<file path="config.mk">
export PLATFORM = sky130hd
export DESIGN_NAME = qraccMacro
export DESIGN_NICKNAME = d
export VERILOG_FILES = /design/src/qraccPkg.sv /design/src/adcDecoder.sv /design/src/phaseTimer.sv /design/src/qraccCtrl.sv /design/src/qraccMacro.sv /design/src/switchMatrixDriver.sv /design/src/tsColumnArray.sv
export VERILOG_INCLUDE_DIRS = /design/src
export SDC_FILE = /design/constraint.sdc
export NUM_CORES = 2
export LEC_CHECK = 0
export BUFFER_PORTS_ARGS = -buffer_cell sky130_fd_sc_hd__buf_2
export CORE_MARGIN = 4
export CORE_UTILIZATION = 44
export DETAILED_ROUTE_END_ITERATION = 12
export SKIP_CTS_REPAIR_TIMING = 1
export SKIP_LAST_GASP = 1
export SLEW_MARGIN = 20
export SYNTH_ARGS = -nofsm -noshare
export SYNTH_HDL_FRONTEND = slang
export SYNTH_SLANG_ARGS = --single-unit
</file>
<file path="constraint.sdc">
create_clock -name CLK -period 58 [get_ports CLK]
set_input_delay 5.8 -clock CLK [delete_from_list [all_inputs] [get_ports CLK]]
set_output_delay 5.8 -clock CLK [all_outputs]
set_load 0.005 [all_outputs]
</file>
<file path="src/qracc_defs.svh">
`ifndef QRACC_DEFS_SVH
`define QRACC_DEFS_SVH

// Array geometry
`define QRACC_NUM_ROWS 32
`define QRACC_NUM_COLS 8
`define QRACC_ROW_ADDR_W $clog2(`QRACC_NUM_ROWS)

// Flash ADC, signed code width and comparator count
`define QRACC_NUM_ADC_BITS 4
`define QRACC_NUM_COMPS ((1 << `QRACC_NUM_ADC_BITS) - 1)
// Low column-sum bits dropped by the reference range
`define QRACC_ADC_SHIFTS 2
// Column sum width, holds -ROWS..+ROWS
`define QRACC_SUM_W (`QRACC_ROW_ADDR_W + 2)

// Phase lengths in cycles
`define QRACC_PCH_CYCLES 2
`define QRACC_SENSE_CYCLES 2
`define QRACC_SETTLE_CYCLES 3
`define QRACC_PHASE_W 4
`define QRACC_CREDIT_W 4

`endif

</file>
<file path="src/qraccPkg.sv">
`include "qracc_defs.svh"

package qraccPkg;

    typedef enum logic [1:0] {
        OP_WRITE = 2'd0,
        OP_READ  = 2'd1,
        OP_MAC   = 2'd2
    } qraccOp_e;

    typedef logic signed [`QRACC_NUM_ADC_BITS-1:0] adcCode_t;

    // Row access view of the payload
    typedef struct packed {
        logic [`QRACC_ROW_ADDR_W-1:0] rowAddr;
        logic [`QRACC_NUM_COLS-1:0] rowData;
        logic [2*`QRACC_NUM_ROWS-`QRACC_ROW_ADDR_W-`QRACC_NUM_COLS-1:0] pad;
    } writeView_t;

    // Ternary input view, one pos and one neg bit per row
    typedef struct packed {
        logic [`QRACC_NUM_ROWS-1:0] posMask;
        logic [`QRACC_NUM_ROWS-1:0] negMask;
    } macView_t;

    typedef union packed {
        writeView_t writeView;
        macView_t macView;
    } cmdPayload_u;

    typedef struct packed {
        qraccOp_e op;
        cmdPayload_u payload;
    } qraccCmd_t;

    typedef struct packed {
        qraccOp_e op;
        logic [`QRACC_NUM_COLS-1:0] rowData;
        adcCode_t [`QRACC_NUM_COLS-1:0] adcCodes;
    } qraccRsp_t;

    // One side of the switch matrix
    typedef struct packed {
        logic [`QRACC_NUM_ROWS-1:0] vdrSel;
        logic [`QRACC_NUM_ROWS-1:0] vssSel;
        logic [`QRACC_NUM_ROWS-1:0] vrstSel;
    } smSel_t;

    typedef struct packed {
        logic [`QRACC_NUM_ROWS-1:0] wl;
        logic pch;
        logic write;
        logic saen;
        logic [`QRACC_NUM_COLS-1:0] wrData;
    } sramCtrl_t;

    typedef struct packed {
        logic mbl2Adc;
        logic ref2Adc;
    } adcCtrl_t;

    typedef enum logic [2:0] {
        IDLE,
        PRECHARGE,
        WRITE,
        SENSE,
        SETTLE,
        CAPTURE,
        RESPOND
    } ctrlState_e;

endpackage

</file>
<file path="src/adcDecoder.sv">
`timescale 1ns/10ps
`include "qracc_defs.svh"

module adcDecoder (
    input  logic                       CLK,
    input  logic                       arstN,
    input  logic                       capRow,
    input  logic                       capCodes,
    input  logic [`QRACC_NUM_COLS-1:0] saOut,
    input  logic [`QRACC_NUM_COLS-1:0][`QRACC_NUM_COMPS-1:0] adcOut,
    input  qraccPkg::qraccOp_e         rspOp,
    output qraccPkg::qraccRsp_t        rsp
);

    localparam logic [`QRACC_NUM_ADC_BITS-1:0] OFFSET = 1 << (`QRACC_NUM_ADC_BITS - 1);

    logic [`QRACC_NUM_COLS-1:0] rowData;
    qraccPkg::adcCode_t [`QRACC_NUM_COLS-1:0] codes;
    logic [`QRACC_NUM_ADC_BITS-1:0] onesCnt [`QRACC_NUM_COLS];

    // Thermometer to count of ones
    always_comb begin
        for (int j = 0; j < `QRACC_NUM_COLS; j++) begin
            onesCnt[j] = '0;
            for (int i = 0; i < `QRACC_NUM_COMPS; i++) begin
                onesCnt[j] = onesCnt[j] + `QRACC_NUM_ADC_BITS'(adcOut[j][i]);
            end
        end
    end

    // Hold results until the next capture
    always_ff @(posedge CLK or negedge arstN) begin
        if (!arstN) begin
            rowData <= '0;
            codes <= '0;
        end else begin
            if (capRow) begin
                rowData <= saOut;
            end
            if (capCodes) begin
                for (int j = 0; j < `QRACC_NUM_COLS; j++) begin
                    // Remove the half-range offset
                    codes[j] <= qraccPkg::adcCode_t'(onesCnt[j] - OFFSET);
                end
            end
        end
    end

    assign rsp = '{op: rspOp, rowData: rowData, adcCodes: codes};

endmodule

</file>
<file path="src/phaseTimer.sv">
`timescale 1ns/10ps
`include "qracc_defs.svh"

module phaseTimer (
    input  logic                      CLK,
    input  logic                      arstN,
    input  logic                      load,
    input  logic [`QRACC_PHASE_W-1:0] length,
    output logic                      expired
);

    logic [`QRACC_PHASE_W-1:0] count;

    // Count down to zero and stay there until the next load
    always_ff @(posedge CLK or negedge arstN) begin
        if (!arstN) begin
            count <= '0;
        end else if (load) begin
            count <= length;
        end else if (count != '0) begin
            count <= count - 1'b1;
        end
    end

    // Last cycle of the phase
    // Count of one is the final cycle, so a phase lasts exactly length cycles
    assign expired = (count == `QRACC_PHASE_W'(1));

endmodule

</file>
<file path="src/qraccCtrl.sv">
`timescale 1ns/10ps
`include "qracc_defs.svh"

module qraccCtrl (
    input  logic                      CLK,
    input  logic                      arstN,
    // Command channel
    input  logic                      cmdValid,
    input  qraccPkg::qraccCmd_t       cmd,
    output logic                      cmdCredit,
    // Response channel
    output logic                      rspValid,
    input  logic                      rspCredit,
    output qraccPkg::qraccOp_e        rspOp,
    // Phase timer
    output logic                      timerLoad,
    output logic [`QRACC_PHASE_W-1:0] timerLength,
    input  logic                      timerExpired,
    // Array side
    output qraccPkg::cmdPayload_u     payload,
    output qraccPkg::sramCtrl_t       sram,
    output qraccPkg::adcCtrl_t        adc,
    output logic                      macEn,
    output logic                      capRow,
    output logic                      capCodes
);

    qraccPkg::ctrlState_e state;
    qraccPkg::ctrlState_e stateNext;
    qraccPkg::qraccCmd_t cmdBuf;
    logic [`QRACC_CREDIT_W-1:0] rspCount;
    logic initDone;
    logic initPulse;
    logic [`QRACC_NUM_ROWS-1:0] rowOneHot;

    // One-entry command buffer
    always_ff @(posedge CLK) begin
        if ((state == qraccPkg::IDLE) && cmdValid) begin
            cmdBuf <= cmd;
        end
    end

    assign payload = cmdBuf.payload;
    assign rspOp = cmdBuf.op;
    // Word line decode, shared by write and sense
    assign rowOneHot = `QRACC_NUM_ROWS'(1) << cmdBuf.payload.writeView.rowAddr;

    // Send only while the host has a free slot
    assign rspValid = (state == qraccPkg::RESPOND) && (rspCount != '0);
    // Initial credit, write done, or response sent
    assign cmdCredit = initPulse || (state == qraccPkg::WRITE) || rspValid;

    always_comb begin
        stateNext = state;
        timerLoad = 1'b0;
        timerLength = '0;
        case (state)
            qraccPkg::IDLE: begin
                if (cmdValid) begin
                    stateNext = qraccPkg::PRECHARGE;
                    timerLoad = 1'b1;
                    timerLength = `QRACC_PHASE_W'(`QRACC_PCH_CYCLES);
                end
            end
            qraccPkg::PRECHARGE: begin
                if (timerExpired) begin
                    case (cmdBuf.op)
                        qraccPkg::OP_WRITE: stateNext = qraccPkg::WRITE;
                        qraccPkg::OP_READ: begin
                            stateNext = qraccPkg::SENSE;
                            timerLoad = 1'b1;
                            timerLength = `QRACC_PHASE_W'(`QRACC_SENSE_CYCLES);
                        end
                        default: begin
                            stateNext = qraccPkg::SETTLE;
                            timerLoad = 1'b1;
                            timerLength = `QRACC_PHASE_W'(`QRACC_SETTLE_CYCLES);
                        end
                    endcase
                end
            end
            // Single write cycle
            qraccPkg::WRITE: stateNext = qraccPkg::IDLE;
            qraccPkg::SENSE: begin
                if (timerExpired) begin
                    stateNext = qraccPkg::RESPOND;
                end
            end
            qraccPkg::SETTLE: begin
                if (timerExpired) begin
                    stateNext = qraccPkg::CAPTURE;
                end
            end
            qraccPkg::CAPTURE: stateNext = qraccPkg::RESPOND;
            // Hold here under back-pressure
            qraccPkg::RESPOND: begin
                if (rspValid) begin
                    stateNext = qraccPkg::IDLE;
                end
            end
            default: stateNext = qraccPkg::IDLE;
        endcase
    end

    // Array and ADC strobes per state
    always_comb begin
        sram = '0;
        adc = '0;
        macEn = 1'b0;
        capRow = 1'b0;
        capCodes = 1'b0;
        case (state)
            qraccPkg::PRECHARGE: sram.pch = 1'b1;
            qraccPkg::WRITE: begin
                sram.pch = 1'b1;
                sram.write = 1'b1;
                sram.wl = rowOneHot;
                sram.wrData = cmdBuf.payload.writeView.rowData;
            end
            qraccPkg::SENSE: begin
                sram.pch = 1'b1;
                sram.saen = 1'b1;
                sram.wl = rowOneHot;
                // Sample sense amps on the last sense cycle
                capRow = timerExpired;
            end
            qraccPkg::SETTLE: begin
                macEn = 1'b1;
                adc.mbl2Adc = 1'b1;
                // Comparator strobe once the bit lines have settled
                adc.ref2Adc = timerExpired;
            end
            qraccPkg::CAPTURE: capCodes = 1'b1;
            default: ;
        endcase
    end

    always_ff @(posedge CLK or negedge arstN) begin
        if (!arstN) begin
            state <= qraccPkg::IDLE;
            initDone <= 1'b0;
            initPulse <= 1'b0;
        end else begin
            state <= stateNext;
            initDone <= 1'b1;
            initPulse <= !initDone;
        end
    end

    // Response credits, simultaneous grant and spend cancel out
    always_ff @(posedge CLK or negedge arstN) begin
        if (!arstN) begin
            rspCount <= '0;
        end else if (rspCredit && !rspValid) begin
            rspCount <= rspCount + 1'b1;
        end else if (!rspCredit && rspValid) begin
            rspCount <= rspCount - 1'b1;
        end
    end

endmodule

</file>
<file path="src/qraccMacro.sv">
`timescale 1ns/10ps
`include "qracc_defs.svh"

module qraccMacro (
    input  logic                CLK,
    input  logic                arstN,
    // Command channel
    input  logic                cmdValid,
    input  qraccPkg::qraccCmd_t cmd,
    output logic                cmdCredit,
    // Response channel
    output logic                rspValid,
    output qraccPkg::qraccRsp_t rsp,
    input  logic                rspCredit
);

    logic timerLoad;
    logic [`QRACC_PHASE_W-1:0] timerLength;
    logic timerExpired;
    qraccPkg::qraccOp_e rspOp;
    qraccPkg::cmdPayload_u payload;
    qraccPkg::sramCtrl_t sram;
    qraccPkg::adcCtrl_t adc;
    logic macEn;
    logic capRow;
    logic capCodes;
    qraccPkg::smSel_t pSel;
    qraccPkg::smSel_t nSel;
    logic [`QRACC_NUM_COLS-1:0] saOut;
    logic [`QRACC_NUM_COLS-1:0][`QRACC_NUM_COMPS-1:0] adcOut;

    // Sequencer and credit bookkeeping
    qraccCtrl uCtrl (
        .CLK, .arstN,
        .cmdValid, .cmd, .cmdCredit,
        .rspValid, .rspCredit, .rspOp,
        .timerLoad, .timerLength, .timerExpired,
        .payload, .sram, .adc, .macEn, .capRow, .capCodes
    );

    phaseTimer uTimer (
        .CLK, .arstN,
        .load    (timerLoad),
        .length  (timerLength),
        .expired (timerExpired)
    );

    switchMatrixDriver uSmDriver (
        .macEn, .payload, .pSel, .nSel
    );

    // Weights, bit lines and flash ADC
    tsColumnArray uArray (
        .CLK, .arstN,
        .pSel, .nSel, .sram, .adc,
        .saOut, .adcOut
    );

    adcDecoder uDecoder (
        .CLK, .arstN,
        .capRow, .capCodes,
        .saOut, .adcOut,
        .rspOp, .rsp
    );

endmodule

</file>
<file path="src/switchMatrixDriver.sv">
`timescale 1ns/10ps
`include "qracc_defs.svh"

module switchMatrixDriver (
    input  logic                  macEn,
    input  qraccPkg::cmdPayload_u payload,
    output qraccPkg::smSel_t      pSel,
    output qraccPkg::smSel_t      nSel
);

    logic [`QRACC_NUM_ROWS-1:0] plusOne;
    logic [`QRACC_NUM_ROWS-1:0] minusOne;
    logic [`QRACC_NUM_ROWS-1:0] rstRow;

    // Ternary decode per row
    // Both masks set counts as zero
    assign plusOne = {`QRACC_NUM_ROWS{macEn}} & payload.macView.posMask
        & ~payload.macView.negMask;
    assign minusOne = {`QRACC_NUM_ROWS{macEn}} & payload.macView.negMask
        & ~payload.macView.posMask;
    // Zero input or idle matrix parks the row on VRST
    assign rstRow = ~(plusOne | minusOne);

    // P side sees the input as is
    assign pSel.vdrSel = plusOne;
    assign pSel.vssSel = minusOne;
    assign pSel.vrstSel = rstRow;

    // N side sees it inverted
    assign nSel.vdrSel = minusOne;
    assign nSel.vssSel = plusOne;
    assign nSel.vrstSel = rstRow;

endmodule

</file>
<file path="src/tsColumnArray.sv">
`timescale 1ns/10ps
`include "qracc_defs.svh"

module tsColumnArray (
    input  logic                        CLK,
    input  logic                        arstN,
    input  qraccPkg::smSel_t            pSel,
    input  qraccPkg::smSel_t            nSel,
    input  qraccPkg::sramCtrl_t         sram,
    input  qraccPkg::adcCtrl_t          adc,
    output logic [`QRACC_NUM_COLS-1:0]  saOut,
    output logic [`QRACC_NUM_COLS-1:0][`QRACC_NUM_COMPS-1:0] adcOut
);

    localparam int ADC_B = `QRACC_NUM_ADC_BITS;
    localparam int SHIFT = `QRACC_ADC_SHIFTS;
    localparam int SUM_W = `QRACC_SUM_W;
    localparam int RND_BIT = (SHIFT > 0) ? SHIFT - 1 : 0;
    // Reference range limits on the column sum
    localparam logic signed [SUM_W-1:0] SUM_MAX = (1 <<< (ADC_B + SHIFT - 1)) - 1;
    localparam logic signed [SUM_W-1:0] SUM_MIN = -(1 <<< (ADC_B + SHIFT - 1));
    localparam logic signed [ADC_B-1:0] CODE_MAX = (1 <<< (ADC_B - 1)) - 1;
    localparam logic signed [ADC_B-1:0] CODE_MIN = -(1 <<< (ADC_B - 1));

    logic [`QRACC_NUM_COLS-1:0] mem [`QRACC_NUM_ROWS];
    logic signed [SUM_W-1:0] colSum [`QRACC_NUM_COLS];
    logic signed [ADC_B:0] rawCode [`QRACC_NUM_COLS];
    logic signed [ADC_B-1:0] code [`QRACC_NUM_COLS];
    logic [ADC_B-1:0] biased [`QRACC_NUM_COLS];

    // Weight SRAM, write during precharge with the write enable
    always_ff @(posedge CLK) begin
        if (sram.pch && sram.write) begin
            for (int i = 0; i < `QRACC_NUM_ROWS; i++) begin
                if (sram.wl[i]) begin
                    mem[i] <= sram.wrData;
                end
            end
        end
    end

    // Sense amps, unregistered
    always_comb begin
        saOut = '0;
        if (sram.pch && sram.saen) begin
            for (int i = 0; i < `QRACC_NUM_ROWS; i++) begin
                if (sram.wl[i]) begin
                    saOut = saOut | mem[i];
                end
            end
        end
    end

    // Column sum on the bit line
    // Weight 1 hangs off the P side, weight 0 off the N side
    // VRST contributes nothing
    always_comb begin
        for (int j = 0; j < `QRACC_NUM_COLS; j++) begin
            colSum[j] = '0;
            for (int i = 0; i < `QRACC_NUM_ROWS; i++) begin
                if (mem[i][j]) begin
                    colSum[j] = colSum[j] + SUM_W'(pSel.vdrSel[i]) - SUM_W'(pSel.vssSel[i]);
                end else begin
                    colSum[j] = colSum[j] + SUM_W'(nSel.vdrSel[i]) - SUM_W'(nSel.vssSel[i]);
                end
            end
        end
    end

    // Flash ADC transfer
    always_comb begin
        for (int j = 0; j < `QRACC_NUM_COLS; j++) begin
            // Drop the low bits, one extra bit for the round-up
            rawCode[j] = {colSum[j][SHIFT+ADC_B-1], colSum[j][SHIFT +: ADC_B]};
            if (SHIFT > 1) begin
                rawCode[j] = rawCode[j] + {{ADC_B{1'b0}}, colSum[j][RND_BIT]};
            end
            if (colSum[j] > SUM_MAX) begin
                code[j] = CODE_MAX;
            end else if (colSum[j] < SUM_MIN) begin
                code[j] = CODE_MIN;
            end else if (rawCode[j] > CODE_MAX) begin
                // Round-up past the top code
                code[j] = CODE_MAX;
            end else begin
                code[j] = rawCode[j][ADC_B-1:0];
            end
            // Offset binary, code plus half range
            biased[j] = {~code[j][ADC_B-1], code[j][ADC_B-2:0]};
        end
    end

    // Comparator bank, latched on the reference strobe
    always_ff @(posedge CLK or negedge arstN) begin
        if (!arstN) begin
            adcOut <= '0;
        end else if (adc.ref2Adc && adc.mbl2Adc) begin
            for (int j = 0; j < `QRACC_NUM_COLS; j++) begin
                for (int i = 0; i < `QRACC_NUM_COMPS; i++) begin
                    adcOut[j][i] <= (int'(biased[j]) > i);
                end
            end
        end
    end

endmodule
</file>
==> metrics.txt <==
outcome=completed; Synth Area in XOR/XNOR=28.1%; mux contribution to synthesized area=7.93%; Worst-Margin Slew=1.30 ns; setup ws final=19.13 ns; Worst R2R End=uArray.adcOut[99]; kind of critical path=reg2reg; slowest stage delay, CP=0.76 ns; drt wl/cell=19.0 microns; sequential fraction of the synthesis area=10.4%; DRT Wirelength=363000 microns; Initial DRT Pass Iterations=7; CTS Buffer Depth=3; Placeable Area=304000 sq um; residual DRC count=0; fin crit period=38.87 ns; synthesized cell area=135000 sq um; Placement Cell Area=140000 sq um; largest family of logic cells by synthesized area=XOR/XNOR gates; number of flops mapped to enable cells by yosys=322; reg2reg setup slack=19.13 ns; crit path to=uArray.adcOut[99]; Overflow after GRT=0; GP Congestion=0.945; Hold Crit Depth=1; Hold WS=0.384 ns; Final period util=67.0%; final hold violation count=0; largest net degree at the start of global routing=71; TritonCTS clock tree=done; yosys warns=0; first-pass GRT wire length=565000 microns; CP endpoint kind=flip-flop; initial core utilization=44.3%; max_slew headroom=13.3%; CTS Buf Count=54; slowest stage cell, crit path=ha_1; crit path from=uCtrl.state[2]; layout cells sized above 1=4.36%; worst r2r path cells=98; H-tree depth=2; clk slew on worst S/H paths=0.06 ns; RSZ-0062 raised after global routing=false; maximum fanout along the worst path=33; Mapped Nets=17500; Cells after Synth=15000; Synth Flop Type=edfxtp_1; Worst setup SP type=flip-flop; Die Area=315000 sq um; Unique masters post-synth=114; max-slew violation count=0; sum of negative setup slack=0 ns; Row Count=202; post-route ant nets=0; Post-DP HPWL=306000 microns; crit-path most repeated cell=mux2i_1; initial antenna violation count=15; reg-to-reg critical path startpoint=uCtrl.state[2]; Area Growth Syn to Fin=5.74%; CTS root buffer=clkbuf_16; chip width=561 microns; vias in the first global route=101000; IO Port Bufs=113; final std cell area, no fill=142000 sq um; DRT iter0 DRCs=5557; Vias=101000; Worst Hold Class=reg2reg; Nets=17500; final setup violation count=0; asr flop ratio synth=34.9%; GRT Total Usage=22.6%; Adder-Cell Fraction of Synth Area=26.2%; simple-gate portion of the synthesized area=7.28%; Worst-Skew Late Latency=0.72 ns; Via density=5.32; I/O pins=114; height of the die=561 microns; critical path arrival=39.46 ns; final worst clock skew=0.0743 ns; complex-gate fraction of the synthesized area=12.7%; number of max-cap violations=0; syn avg cell area=8.99 sq um; CTS sink cnt=495; #FFs+latches synth=495; pre-CTS setup slack=18.76 ns; Max Clk Rate=25.7 MHz; critical path required time=58.59 ns
stage by stage:
step,instances,util (%)
after CTS,19000,46.8
after detailed placement,18900,46.2
final,19000,46.9
after floorplan,15000,-
after global placement,18900,46.2
after global routing,19000,46.9
layer usage:
metal / track usage, % / up-vias / part of all wire (%)
met5: 0 / - / 0
met4: 8.07 / 0 / 4.3
met1: 28.5 / 48400 / 44
met3: 1.63 / 454 / 3.8
met2: 40.5 / 1668 / 48
li1: - / 50800 / -
final cells by class:
cell class / count / area [sq um]
timing repair buffer: 272 / 1780
clock inverter: 36 / 387
inverter: 2221 / 8340
fill: 29400 / 161000
clock buffer: 65 / 1420
antenna: 6 / 15.0
multi-input combinational: 11900 / 111000
tap: 4080 / 5100
sequential: 495 / 14000
synthesized netlist by cell type (all sizes together) (173+ instances only):
cell type	instances	area [sq um]
clkbuf	292	1100
xor2	1085	9600
xnor3	309	6980
nor2	446	1670
xnor2	2095	18600
o21bai	293	2200
inv	2220	8330
o21ai	278	1420
nand2	915	3430
a31oi	249	1570
a21o	175	1310
ha	1902	23800
dfrtp	173	4330
fa	569	11400
mux2i	999	10000
a21oi	852	4310
a211oi	261	1970
edfxtp	322	9670
kinds of logic (layout without fill, tap and decap cells):
family | after synthesis | in the layout
other | 1 | 7
flip-flops | 495 | 495
XOR/XNOR | 3598 | 3598
multiplexers | 1055 | 1055
buffers and inverters | 2599 | 2594
adder cells (fa/ha/maj) | 2481 | 2481
AND/OR/NAND/NOR | 2118 | 2118
AO/OA/AOI/OAI | 2619 | 2619
state kept, by name (all words and copies together) (netlist names):
signal            count
uCtrl.rspOp           2
uDecoder.rsp         32
uCtrl.state           3
uTimer.count          4
uCtrl.rspCount        4
uCtrl.initPulse       1
uArray.mem          256
uCtrl.payload        64
uArray.adcOut       120
uDecoder.rowData      8
uCtrl.initDone        1
cells in the final DEF, fill, tap and decap left out, drive strengths merged, types with 173 or more instances in the layout:
cell type and instances:
edfxtp 322, o21bai 293, a211oi 261, o21ai 278, xnor2 2095, mux2i 999
xor2 1085, fa 569, buf 271, dfrtp 173, xnor3 309, a21o 175
inv 2227, nand2 915, ha 1902, a21oi 852, a31oi 249, nor2 446
worst min path at each step:
stage / startpoint / endpoint
floorplan: uCtrl.initDone / uCtrl.initPulse
global placement: uCtrl.initDone / uCtrl.initPulse
detailed placement: uCtrl.initDone / uCtrl.initPulse
CTS: uCtrl.initDone / uCtrl.initPulse
global route: uCtrl.initDone / uCtrl.initPulse
finish: uCtrl.initDone / uCtrl.initPulse
worst max-delay path, delay by kind of cell, from the launching register on:
| kind | cells | cell delay [ns] |
|---|---|---|
| compound gates | 10 | 2.27 |
| xor+xnor | 19 | 5.41 |
| fa+ha+maj | 33 | 15.67 |
| buf+inv | 7 | 1.77 |
| flops | 1 | 0.48 |
| mux | 26 | 12.08 |
| simple gates | 3 | 0.96 |
Power is left out: the tool's default activity adds up to more than one toggle a clock period on the data nets, which glitch-free logic cannot reach.
